===== src/include/character_defines.svh =====
`ifndef CHARACTER_DEFINES_SVH
`define CHARACTER_DEFINES_SVH

// word widths
`define COORD_W      10   // screen coordinate
`define VEL_W        5    // signed vertical speed

// screen limits and start point
`define X_LIMIT      639  // last visible column
`define Y_LIMIT      479  // last visible row, below it the character is lost
`define X_START      40
`define Y_START      400
`define X_STEP       2    // pixels per frame while walking

// level geometry, one flat floor with one gap in it
`define FLOOR_Y      440
`define PIT_X_LO     300
`define PIT_X_HI     340

// half extents of the boxes
`define HALF_W       10   // same for the character and every object
`define SIZE_SMALL   10   // half height, normal body
`define SIZE_BIG     20   // half height after the red upgrade

// vertical speeds, negative is up
`define JUMP_VEL     (-5)
`define BOUNCE_VEL   (-3)
`define FALL_MAX     4

// frame dividers on the delay counter
`define WALK_DIV     5
`define GRAV_DIV     10
`define RESPAWN_DIV  250
`define DELAY_WRAP   500

`define LIVES_INIT   2
`define N_OBJ        4    // enemy, piranha, red, green

`endif


===== src/logic/character_pkg.sv =====
`include "character_defines.svh"

package character_pkg;

	typedef logic [`COORD_W-1:0] coord_t;      // one screen coordinate
	typedef logic signed [`VEL_W-1:0] vel_t;   // pixels per frame, up is negative

	// centre of a sprite
	typedef struct packed {
		coord_t x;
		coord_t y;
	} point_t;

	// edges of a hitbox, inclusive
	typedef struct packed {
		coord_t left;
		coord_t right;
		coord_t top;
		coord_t bottom;
	} box_t;

	typedef struct packed {
		logic side;    // overlap on both axes
		logic stomp;   // landing on top of the object
	} contact_t;

	// per frame events from the objects
	typedef struct packed {
		logic hurt;
		logic bounce;
		logic power_up;
		logic extra_life;
	} events_t;

	typedef struct packed {
		logic walk_tick;
		logic grav_tick;
		logic respawn_tick;
	} ticks_t;

	typedef struct packed {
		logic up;
		logic left;
		logic right;
	} keys_t;

	// values double as the object index
	typedef enum logic [1:0] {
		ROLE_ENEMY   = 2'd0,
		ROLE_PIRANHA = 2'd1,
		ROLE_RED     = 2'd2,
		ROLE_GREEN   = 2'd3
	} obj_role_e;

endpackage


===== src/logic/hitbox_builder.sv =====
`timescale 1ns/10ps
`include "character_defines.svh"

module hitbox_builder
(
	input  character_pkg::point_t pos,                 // character centre
	input  character_pkg::coord_t size,                // character half height
	input  character_pkg::point_t objects [`N_OBJ],    // object centres, role order
	output character_pkg::box_t   char_box,
	output character_pkg::box_t   obj_box [`N_OBJ]
);
	import character_pkg::*;

	// inverted edges, can never overlap a real box
	localparam box_t EMPTY_BOX = '{left: '1, right: '0, top: '1, bottom: '0};

	function automatic box_t make_box(input point_t c, input coord_t half_x, input coord_t half_y);
		box_t b;
		logic [`COORD_W:0] far_x;   // one bit wider so the sum can not wrap
		logic [`COORD_W:0] far_y;
		far_x = {1'b0, c.x} + {1'b0, half_x};
		far_y = {1'b0, c.y} + {1'b0, half_y};
		if (c.x < half_x || c.y < half_y)            // past left or top edge
			b = EMPTY_BOX;
		else if (far_x > `X_LIMIT || far_y > `Y_LIMIT) // past right or bottom edge
			b = EMPTY_BOX;
		else
		begin
			b.left   = c.x - half_x;
			b.right  = c.x + half_x;
			b.top    = c.y - half_y;
			b.bottom = c.y + half_y;
		end
		return b;
	endfunction

	always_comb
	begin
		char_box = make_box(pos, coord_t'(`HALF_W), size);  // body height follows the upgrade
		for (int i = 0; i < `N_OBJ; i++)
			obj_box[i] = make_box(objects[i], coord_t'(`HALF_W), coord_t'(`HALF_W));
	end

endmodule


===== src/logic/object_contact.sv =====
`timescale 1ns/10ps
`include "character_defines.svh"

module object_contact
(
	input  character_pkg::box_t     char_box,
	input  character_pkg::box_t     obj_box,
	input  logic                    airborne,   // character not standing on the floor
	output character_pkg::contact_t contact
);

	logic              x_ovl;    // edges cross horizontally
	logic              y_ovl;    // edges cross vertically
	logic              above;    // feet no lower than the object top
	logic              near;     // feet close enough to count as a stomp
	logic [`COORD_W:0] reach;    // feet plus the stomp window, no wrap
	logic              stomp;

	// inclusive edges on both boxes
	assign x_ovl = (char_box.left <= obj_box.right) && (char_box.right >= obj_box.left);
	assign y_ovl = (char_box.top <= obj_box.bottom) && (char_box.bottom >= obj_box.top);

	assign reach = {1'b0, char_box.bottom} + (`HALF_W + 1);
	assign above = char_box.bottom <= obj_box.top;
	assign near  = reach >= {1'b0, obj_box.top};

	// only a falling or jumping character can land on something
	assign stomp = x_ovl && airborne && above && near;

	assign contact.stomp = stomp;
	assign contact.side  = x_ovl && y_ovl && !stomp;  // stomp wins on the shared row

endmodule


===== src/logic/contact_resolver.sv =====
`timescale 1ns/10ps
`include "character_defines.svh"

module contact_resolver
(
	input  character_pkg::contact_t contact [`N_OBJ],  // one result per object
	input  logic                    on_ground,
	input  logic                    alive,
	output character_pkg::events_t  events
);
	import character_pkg::*;

	contact_t enemy;
	contact_t piranha;
	contact_t red;
	contact_t green;
	events_t  raw;      // events before the death mask

	// pick each object by its role
	assign enemy   = contact[ROLE_ENEMY];
	assign piranha = contact[ROLE_PIRANHA];
	assign red     = contact[ROLE_RED];
	assign green   = contact[ROLE_GREEN];

	always_comb
	begin
		// enemy only bites a walking character, the piranha from any side
		raw.hurt       = (enemy.side && on_ground) || piranha.side || piranha.stomp;
		raw.bounce     = enemy.stomp;                 // landed on the enemy
		raw.power_up   = red.side || red.stomp;       // any touch collects
		raw.extra_life = green.side || green.stomp;
	end

	// a dead character ignores everything
	assign events = alive ? raw : '0;

endmodule


===== src/logic/frame_timer.sv =====
`timescale 1ns/10ps
`include "character_defines.svh"

module frame_timer
(
	input  logic                  reset,      // frame strobe
	input  logic                  frame_clk,  // async clear
	input  logic                  run,
	input  logic                  respawn,
	output character_pkg::ticks_t ticks
);

	logic [$clog2(`DELAY_WRAP+1)-1:0] delay;  // animation delay, one count per frame

	always_ff @(posedge reset or posedge frame_clk)
	begin
		if (frame_clk)
			delay <= '0;
		else if (run || respawn)         // restart the animation phase
			delay <= '0;
		else if (delay >= `DELAY_WRAP)  // 500 is the last count
			delay <= '0;
		else
			delay <= delay + 1'b1;
	end

	// ticks are high on every multiple of their divider
	assign ticks.walk_tick    = (delay % `WALK_DIV) == 0;
	assign ticks.grav_tick    = (delay % `GRAV_DIV) == 0;
	assign ticks.respawn_tick = (delay % `RESPAWN_DIV) == 0;  // hits 0, 250 and 500

endmodule


===== src/logic/motion_ctrl.sv =====
`timescale 1ns/10ps
`include "character_defines.svh"

module motion_ctrl
(
	input  logic                  reset,       // frame strobe
	input  logic                  frame_clk,   // async clear
	input  logic                  run,
	input  logic                  respawn,
	input  character_pkg::keys_t  keys,
	input  character_pkg::ticks_t ticks,
	input  character_pkg::events_t events,
	input  logic                  alive,
	input  character_pkg::coord_t size,        // half height of the body
	output character_pkg::point_t pos,
	output character_pkg::vel_t   vel,
	output logic                  on_ground,
	output logic                  is_walking,
	output logic [1:0]            walk_count,  // walk animation frame
	output logic                  direction    // 1 faces right
);
	import character_pkg::*;

	localparam point_t START   = '{x: coord_t'(`X_START), y: coord_t'(`Y_START)};
	localparam coord_t STEP    = coord_t'(`X_STEP);
	localparam vel_t   VEL_CAP = vel_t'(`FALL_MAX);

	coord_t     vel_ext;     // velocity widened with its sign
	coord_t     y_step;      // y moved by this frame's velocity
	coord_t     floor_top;   // centre y with the feet on the floor
	logic       over_floor;  // not above the pit
	point_t     pos_next;
	vel_t       vel_next;
	logic       on_ground_next;
	logic       is_walking_next;
	logic [1:0] walk_count_next;
	logic       direction_next;

	// gravity, -5 -3 -1 0 then +2 up to the cap
	function automatic vel_t fall_step(input vel_t v);
		vel_t n;
		n = v + vel_t'(2);
		if (v < 0 && n > 0)        // -1 rests at 0 for one tick
			n = '0;
		else if (n > VEL_CAP)
			n = VEL_CAP;
		return n;
	endfunction

	// death hop, a kick up from rest then the same climb to the cap
	function automatic vel_t hop_step(input vel_t v);
		vel_t n;
		if (v == '0)
			n = vel_t'(`JUMP_VEL);
		else
		begin
			n = v + vel_t'(2);
			if (n > VEL_CAP)
				n = VEL_CAP;
		end
		return n;
	endfunction

	assign vel_ext    = {{(`COORD_W-`VEL_W){vel[`VEL_W-1]}}, vel};
	assign y_step     = pos.y + vel_ext;  // wraps like the velocity, negative moves up
	assign floor_top  = coord_t'(`FLOOR_Y) - size;
	assign over_floor = (pos.x < `PIT_X_LO) || (pos.x > `PIT_X_HI);

	always_comb
	begin
		pos_next        = pos;
		vel_next        = vel;
		on_ground_next  = 1'b0;
		is_walking_next = 1'b0;
		walk_count_next = walk_count;
		direction_next  = direction;
		if (!alive)
		begin
			walk_count_next = '0;
			if (pos.y <= `Y_LIMIT)   // park once off screen until respawn
			begin
				pos_next.y = y_step;
				if (ticks.walk_tick)
					vel_next = hop_step(vel);
			end
		end
		else
		begin
			// sideways walk, stays inside the screen
			if (keys.left && !keys.right)
			begin
				direction_next = 1'b0;
				if (pos.x >= `HALF_W + `X_STEP)
					pos_next.x = pos.x - STEP;
			end
			else if (keys.right && !keys.left)
			begin
				direction_next = 1'b1;
				if (pos.x + `X_STEP + `HALF_W <= `X_LIMIT)
					pos_next.x = pos.x + STEP;
			end

			if (events.bounce)                  // stomp beats everything
				vel_next = vel_t'(`BOUNCE_VEL);
			else if (keys.up && on_ground)
				vel_next = vel_t'(`JUMP_VEL);
			else if (ticks.grav_tick)
				vel_next = fall_step(vel);

			pos_next.y = y_step;
			// land when the feet reach the floor from above, never in the pit
			if (over_floor && !vel_next[`VEL_W-1] && pos.y < `FLOOR_Y && y_step >= floor_top)
			begin
				pos_next.y     = floor_top;
				vel_next       = '0;
				on_ground_next = 1'b1;
			end

			is_walking_next = on_ground && (keys.left ^ keys.right);
			if (ticks.walk_tick)
			begin
				if (!is_walking || walk_count == 2'd2)  // three frames, 0 1 2
					walk_count_next = '0;
				else
					walk_count_next = walk_count + 2'd1;
			end
		end
	end

	always_ff @(posedge reset or posedge frame_clk)
	begin
		if (frame_clk)
		begin
			pos        <= START;
			vel        <= '0;
			on_ground  <= 1'b0;
			is_walking <= 1'b0;
			walk_count <= '0;
			direction  <= 1'b1;
		end
		else if (run || respawn)   // back to the start point
		begin
			pos        <= START;
			vel        <= '0;
			on_ground  <= 1'b0;
			is_walking <= 1'b0;
			walk_count <= '0;
			direction  <= 1'b1;
		end
		else
		begin
			pos        <= pos_next;
			vel        <= vel_next;
			on_ground  <= on_ground_next;
			is_walking <= is_walking_next;
			walk_count <= walk_count_next;
			direction  <= direction_next;
		end
	end

endmodule


===== src/logic/life_ctrl.sv =====
`timescale 1ns/10ps
`include "character_defines.svh"

module life_ctrl
(
	input  logic                   reset,      // frame strobe
	input  logic                   frame_clk,  // async clear
	input  logic                   run,
	input  character_pkg::ticks_t  ticks,
	input  character_pkg::events_t events,
	input  character_pkg::point_t  pos,
	output logic [1:0]             health,     // 0 dead, 1 small, 2 big
	output character_pkg::coord_t  size,
	output logic [1:0]             lives,
	output logic                   respawn,
	output logic                   alive
);
	import character_pkg::*;

	localparam coord_t SMALL = coord_t'(`SIZE_SMALL);
	localparam coord_t BIG   = coord_t'(`SIZE_BIG);

	logic       fell;       // centre dropped below the screen
	logic [1:0] lives_up;   // one more life, held at 3

	assign alive    = health != 2'd0;
	assign fell     = pos.y > `Y_LIMIT;
	assign lives_up = (lives == 2'd3) ? lives : lives + 2'd1;

	always_ff @(posedge reset or posedge frame_clk)
	begin
		if (frame_clk)
		begin
			health  <= 2'd1;
			size    <= SMALL;
			lives   <= 2'(`LIVES_INIT);
			respawn <= 1'b0;
		end
		else if (run || respawn)   // fresh body, lives carry over
		begin
			health  <= 2'd1;
			size    <= SMALL;
			respawn <= 1'b0;
		end
		else if (alive)
		begin
			if (fell)                  // falling out always kills
			begin
				health <= 2'd0;
				size   <= SMALL;
			end
			else if (events.hurt)
			begin
				health <= health - 2'd1;
				size   <= SMALL;        // big body is lost on any hit
			end
			else if (events.power_up)
			begin
				health <= 2'd2;
				size   <= BIG;
			end
			if (events.extra_life)
				lives <= lives_up;
		end
		else if (ticks.respawn_tick && lives != 2'd0)
		begin
			lives   <= lives - 2'd1;   // spend a life on the way back
			respawn <= 1'b1;
		end
	end

endmodule


===== src/logic/character_top.sv =====
`timescale 1ns/10ps
`include "character_defines.svh"

module character_top
(
	input  logic                  reset,       // frame strobe
	input  logic                  frame_clk,   // async clear, active high
	input  logic                  run,         // restart, keeps lives
	input  character_pkg::keys_t  keys,
	input  character_pkg::point_t objects [`N_OBJ],
	output character_pkg::point_t pos,
	output logic                  on_ground,
	output logic                  is_walking,
	output logic [1:0]            walk_count,
	output logic                  direction,
	output logic [1:0]            health,
	output character_pkg::coord_t size,
	output logic [1:0]            lives
);
	import character_pkg::*;

	box_t     char_box;
	box_t     obj_box [`N_OBJ];
	contact_t contact [`N_OBJ];
	events_t  events;
	ticks_t   ticks;
	logic     alive;
	logic     respawn;

	hitbox_builder u_hitbox (
		.pos      (pos),
		.size     (size),
		.objects  (objects),
		.char_box (char_box),
		.obj_box  (obj_box)
	);

	// one overlap test per object
	for (genvar i = 0; i < `N_OBJ; i++)
	begin : g_obj
		object_contact u_contact (
			.char_box (char_box),
			.obj_box  (obj_box[i]),
			.airborne (~on_ground),
			.contact  (contact[i])
		);
	end

	contact_resolver u_resolver (
		.contact   (contact),
		.on_ground (on_ground),
		.alive     (alive),
		.events    (events)
	);

	frame_timer u_timer (
		.reset     (reset),
		.frame_clk (frame_clk),
		.run       (run),
		.respawn   (respawn),
		.ticks     (ticks)
	);

	motion_ctrl u_motion (
		.reset      (reset),
		.frame_clk  (frame_clk),
		.run        (run),
		.respawn    (respawn),
		.keys       (keys),
		.ticks      (ticks),
		.events     (events),
		.alive      (alive),
		.size       (size),
		.pos        (pos),
		.vel        (),
		.on_ground  (on_ground),
		.is_walking (is_walking),
		.walk_count (walk_count),
		.direction  (direction)
	);

	life_ctrl u_life (
		.reset     (reset),
		.frame_clk (frame_clk),
		.run       (run),
		.ticks     (ticks),
		.events    (events),
		.pos       (pos),
		.health    (health),
		.size      (size),
		.lives     (lives),
		.respawn   (respawn),
		.alive     (alive)
	);

endmodule


===== config.mk =====
export PLATFORM = sky130hd
export DESIGN_NAME = character_top
export DESIGN_NICKNAME = d
export VERILOG_FILES = /design/src/logic/character_pkg.sv /design/src/logic/hitbox_builder.sv /design/src/logic/object_contact.sv /design/src/logic/contact_resolver.sv /design/src/logic/frame_timer.sv /design/src/logic/motion_ctrl.sv /design/src/logic/life_ctrl.sv /design/src/logic/character_top.sv
export VERILOG_INCLUDE_DIRS = /design/src /design/src/include
export SDC_FILE = /design/constraint.sdc
export NUM_CORES = 1
export LEC_CHECK = 0
export ABC_CLOCK_PERIOD_IN_PS = 7100
export BUFFER_PORTS_ARGS = -buffer_cell sky130_fd_sc_hd__buf_2
export CORE_ASPECT_RATIO = 0.8
export CORE_UTILIZATION = 63
export DETAILED_ROUTE_END_ITERATION = 7
export PLACE_DENSITY_LB_ADDON = 0.08
export SYNTH_ARGS = -nofsm -noshare
export SYNTH_HDL_FRONTEND = slang
export SYNTH_SLANG_ARGS = --single-unit

===== constraint.sdc =====
create_clock -name reset -period 7.1 [get_ports reset]
set_input_delay 0.355 -clock reset [delete_from_list [all_inputs] [get_ports reset]]
set_output_delay 0.355 -clock reset [all_outputs]
set_load 0.1 [all_outputs]

==> results_dict.tcl, run 1 <==
set metrics [dict create \
    startpoint_type "flip-flop" \
    core_area_um2 21920 \
    fin_crit_sh 0.9538 \
    overflow 0 \
    place_congestion 1.017 \
    wl_per_cell_um 18.52 \
    die_w_um 170.4 \
    path_clk_slew_ns 0.07 \
    area_growth_pct 7.073 \
    nFillCells 1958 \
    netlist_area_um2 14290 \
    async_flop_share 1.000 \
    setup-violations-final 0 \
    hp-class "in -> async" \
    crit_top_cell "o21a_1" \
    dr.pass1.iters 6 \
    instances_no_fill 2353 \
    post-place-ws_ns -0.1553 \
    crit_type "reg -> reg" \
    critical-path-max-stage-delay_ns 0.61 \
    outcome "finished, final reports clean" \
    layout.nets 2413 \
    dieHeight_um 136.7 \
    cts.sinks 45 \
    endpoint_kind "flip-flop" \
    period_minus_slack_ns 6.772 \
    fmax_mhz 147.7 \
    avgSynthCellArea_um2 7.211 \
    grt_max_degree 46 \
    grtUsageTotal 0.3684 \
    drive_gt1_frac 0.1035 \
    detail-route-antenna-nets 0 \
    io_buffers 117 \
    routed-via-count 14870 \
    num_rows 48 \
    avgViaCountPerCell 6.321 \
    ir_worst_vdd_mv 0.2368 \
    synth_edf_count 0 \
    cts_buffers 5 \
    synthDistinctLibCells 86 \
    cts-root-buf "clkbuf_16" \
    yosysSeqAreaShare 0.07958 \
    ys_seq_elements 45 \
    cts.path.max_buffers 2 \
    postLayoutCoreUtil 0.6981 \
    insertion_delay_ns 0.30 \
    fin_ws_ns 0.3280 \
    ys_warn_count 0 \
    tightest_slew_ns 1.183 \
    max_cap_violations 0 \
    grt_pass1_vias 13520 \
    drv_slew 0 \
    p_leak_uw 0.007276 \
    slew_headroom 0.2031 \
    cts_tree "done" \
    crit_family "compound AO/OA/AOI/OAI gates" \
    hold_buffers 0 \
    seq_area_um2 1141 \
    initial_core_util 0.6520 \
    multi_input_area_um2 12490 \
    worst-path-buf-inv 4 \
    cp_max_fo 9 \
    ios 125 \
    antenna_found_initial 5 \
    die_area_um2 23300 \
    drt-total-wl_um 43570 \
    cts-htree-levels 2 \
    drc 0 \
    dp_hpwl_um 35360 \
    synthCells 1982 \
    p_per_area_nw_per_um2 290.7 \
    crit_path_top_delay_cell "dfstp_2" \
    dp_cells 2338 \
    grt_pass1_wl_um 68170 \
    clock_skew_ns 0.006520 \
    timing.final.hold_violations 0 \
    worst_ep_required_time_ns 7.24 \
    timing.hold.ws_ns 0.3074 \
    synth_ff_type "dfrtp_1" \
    worstPathArrival_ns 6.92 \
    first_iter_violations 1430 \
]
## worst register-to-register path: cells and delay by family, from the launching register on
| kind | cells | cell delay [ns] |
|---|---|---|
| AOI/OAI and AO/OA | 16 | 3.05 |
| and+or+nand+nor | 7 | 1.39 |
| adders and majority gates | 3 | 0.97 |
| DFF | 1 | 0.61 |
| buffers and inverters | 4 | 0.43 |
| muxes | 1 | 0.18 |
## Yosys cell counts, types with 36 or more instances
master      n  area, µm²
dfrtp_1    36      900.9
ha_1      275       3441
nor2b_1    44      275.3
a21o_1     53      397.9
a21oi_1   110      550.5
nor2_1    211      792.0
o21a_1     52      390.4
inv_1      84      315.3
nor3_1     47      235.2
clkbuf_1   78      292.8
o21ai_0   115      575.6
nand2b_1   48      300.3
xor2_1     71      621.9
xnor2_1   107      937.2
nand2_1   200      750.7
nand3_1    44      220.2
nand4_1    47      294.0
## per-layer routing
layer / wire, µm / global-route usage / vias up
li1: - / - / 7241
met1: 19830 / 0.5161 / 6907
met2: 18550 / 0.5688 / 639
met3: 4111 / 0.07374 / 85
met4: 1060 / 0.1061 / 2
met5: 13 / 0 / -
## sequential cells by signal, summed over array words and instances, names as in the netlist, 2 cells and up
name	count
u_life.health	2
u_life.lives	2
u_life.size	2
u_motion.pos	19
u_motion.vel	5
u_motion.walk_count	2
u_timer.delay	9
## cells in the final DEF, fill, tap and decap left out, types with 7 or more instances in the layout
cell       Yosys  layout
nor2b_1       44      44
a21o_1        53      53
o2111ai_1     15      15
o21bai_1      14      14
nand4_1       47      47
a211oi_1      11      11
nor2_1       211     208
o21ai_1        6       8
or2_2          7       7
dfstp_2        9       9
nand2b_1      48      48
o21ai_0      115     113
xnor2_1      107     106
mux2i_1        9       9
buf_4         10      31
o21a_1        52      52
a31oi_1        8       8
nand2_1      200     199
a21oi_1      110     110
nand3b_1       8       8
conb_1         2      23
ha_1         275     275
or3_1         15      15
o211ai_1      18      18
nor3_1        47      43
nand3_1       44      44
nor4_1        22      21
buf_2          8     117
xor2_1        71      71
a211o_1        9       9
or4_1         11      10
and3_1        17      17
inv_1         84      82
and2_1        17      17
dfrtp_1       36      33
## layout make-up
class	instances	share of cell area
clock buffer	5	0.008176
clock inverter	3	0.001635
multi-input combinational	1762	0.8159
timing repair buffer	148	0.05347
inverter	86	0.02109
tap	300	0.02453
sequential	45	0.07456
antenna	4	0.0006541
## worst paths after layout
check	from	to	slack, ns	cells after the start
worst max-delay path	u_life.size[3]	u_motion.pos[2]	0.33	31
worst min-delay path	frame_clk	u_motion.is_walking	0.31	2
worst max register to register	u_life.size[3]	u_motion.pos[2]	0.33	31
worst min register to register	u_life.lives[1]	u_life.lives[1]	0.52	1
max in group asynchronous	frame_clk	u_motion.pos[11]	6.05	2
min in group reset	run	u_motion.direction	0.52	4
## stage by stage
stage	TNS, ns	area (µm²)	total power (µW)
CTS	0	15230	4348
global placement	0	15070	3922
global route	-0.01147	15300	4843
floorplan	0	14380	3113
finish	0	15300	4448
detailed placement	-1.317	15070	4055
## power by group
group | internal, µW | total [µW] | switching (µW)
logic | 1400 | 3740 | 2340
registers | 322 | 455 | 133
clock network | 133 | 251 | 118
## logic make-up (layout without fill, tap and decap cells)
group	Yosys count	in the layout	share of synthesized area
other	2	27	0.0005255
DFF	45	45	0.07958
muxes	16	16	0.01208
adders and majority gates	279	279	0.2463
AOI/OAI and AO/OA	502	502	0.2345
buffers and inverters	196	242	0.05690
and+or+nand+nor	764	764	0.2610
xor gates and xnor gates	178	178	0.1091
## timing repair
item	in CTS	in global routing
buffers inserted	0	3
endpoints found under the setup margin	13	21
gates resized for setup	5	12
pin swaps	0	1
No activity file was read; power rests on OpenSTA's default activity.
==> inputs of run 2 (changes only) <==
GPL_TIMING_DRIVEN = 0   (was not set)
==> results_dict.tcl, run 2 (synthesis gave the netlist of run 1 again) <==
set metrics [dict create \
    crit_path_top_delay_cell "dfstp_2" \
    grt_max_degree 27 \
    rrSetupSlack_ns 0.21 \
    wl_per_cell_um 18.47 \
    clock_skew_ns 0.009204 \
    die_area_um2 23300 \
    path_clk_slew_ns 0.07 \
    crit_type "reg -> reg" \
    antenna_found_initial 2 \
    insertion_delay_ns 0.30 \
    ir_worst_vdd_mv 0.1994 \
    routed-via-count 15240 \
    drv_slew 0 \
    initial_core_util 0.6520 \
    p_int_uw 1904 \
    max_cap_violations 0 \
    endpoint_kind "flip-flop" \
    worstReg2RegEnd "u_motion.pos[2]" \
    area_growth_pct 9.131 \
    layout.nets 2471 \
    fin_ws_ns 0.2057 \
    fin_crit_sh 0.9710 \
    drc 0 \
    worst_ep_required_time_ns 7.25 \
    overflow 0 \
    drive_gt1_frac 0.09445 \
    nFillCells 1915 \
    dp_hpwl_um 35580 \
    reg2reg_depth 29 \
    crit_top_cell "a21o_1" \
    p_seq_frac 0.094 \
    place_congestion 1.009 \
    cts.path.max_buffers 2 \
    instances_no_fill 2409 \
    layout_commonest_cell "ha_1" \
    cp_max_fo 10 \
    core_area_um2 21920 \
    detail-route-antenna-nets 0 \
    worstPathArrival_ns 7.04 \
    grt_pass1_vias 13390 \
    setup_tns_ns 0 \
    dieHeight_um 136.7 \
    drt-total-wl_um 44490 \
    top_regs "u_motion.pos (19), u_timer.delay (9), u_motion.vel (5)" \
    dr.pass1.iters 6 \
    largest_register "u_motion.pos" \
    seq_area_um2 1142 \
    multi_input_area_um2 12560 \
    grt_pass1_wl_um 68830 \
    num_rows 48 \
    swShare 0.5786 \
    timing.hold.ws_ns 0.08986 \
    p_sw_uw 2614 \
    post-place-ws_ns -0.9365 \
    cts_buffers 5 \
    ios 125 \
    cts-htree-levels 2 \
    hold_buffers 0 \
    timing.final.hold_violations 0 \
    reg2reg_from "u_life.size[3]" \
    postLayoutCoreUtil 0.7115 \
    largest_register_ffs 19 \
    avgViaCountPerCell 6.326 \
    die_w_um 170.4 \
    period_minus_slack_ns 6.894 \
    layout_common_cells "ha_1, nor2_1, nand2_1" \
    pwr-share-comb 0.845 \
    io_buffers 87 \
    cts.sinks 45 \
    outcome "finished, final reports clean" \
    first_iter_violations 1505 \
    fmax_mhz 145.0 \
    p_per_area_nw_per_um2 289.6 \
    startpoint_type "flip-flop" \
    grtUsageTotal 0.3756 \
    tightest_slew_ns 1.364 \
    critical-path-max-stage-delay_ns 0.63 \
    cts_tree "done" \
    setup-violations-final 0 \
    p_leak_uw 0.007312 \
    hp-class "in -> async" \
    cts-root-buf "clkbuf_16" \
    clkPwrFrac 0.061 \
    slew_headroom 0.08089 \
    dp_cells 2391 \
]
run 2: power by group through the flow:
stage          clock network (µW)  logic, µW  registers (µW)
4_1_cts                       277       3690             419
5_1_grt                       293       4210             429
2_1_floorplan                   0       2420             690
3_3_place_gp                    0       3500             418
3_5_place_dp                    0       3620             420
6_report                      276       3820             424
run 2: cell type report:
cell class	instances	share of cell area
antenna	2	0.0003209
buffer	109	0.03185
clock buffer	6	0.008262
clock inverter	2	0.002487
inverter	86	0.02070
multi-input combinational	1762	0.8056
sequential	45	0.07324
tap	300	0.02407
timing repair buffer	97	0.03353
run 2: worst max-delay path by stage:
stage	start	to	slack [ns]	cells after the start
5_1_grt	u_life.size[3]	u_motion.pos[2]	-0.04	33
3_5_place_dp	u_motion.pos[11]	u_motion.vel[2]	-0.94	29
6_report	u_life.size[3]	u_motion.pos[2]	0.21	29
3_3_place_gp	u_motion.pos[11]	u_motion.vel[2]	-0.79	29
4_1_cts	u_life.size[3]	u_motion.pos[5]	0.06	32
2_1_floorplan	u_life.size[3]	u_motion.pos[1]	0.03	33
run 2: stage by stage:
stage,instance area (µm²),total power (µW)
floorplan,14380,3113
global placement,15190,3918
detailed placement,15210,4043
CTS,15420,4382
global route,15600,4929
finish,15600,4518
run 2: layer usage:
layer / track usage / wire [µm]
met2: 0.5745 / 18570
met4: 0.08909 / 1184
met5: 0 / 0
met3: 0.07172 / 4428
met1: 0.5392 / 20310
run 2: what timing repair did:
| item | CTS | global route |
|---|---|---|
| pin swaps | 1 | 5 |
| endpoints found under the setup margin | 24 | 23 |
| resized for setup | 15 | 29 |
| setup buffers | 1 | 8 |
run 2: critical path: cells and delay by family (launching register included):
kind                     cells  cell delay (ns)
buffers and inverters        4             0.59
AO/OA/AOI/OAI               16             3.08
multiplexers                 1             0.17
adder cells (fa/ha/maj)      2             0.69
flip-flops                   1             0.63
AND/OR/NAND/NOR              6             1.57
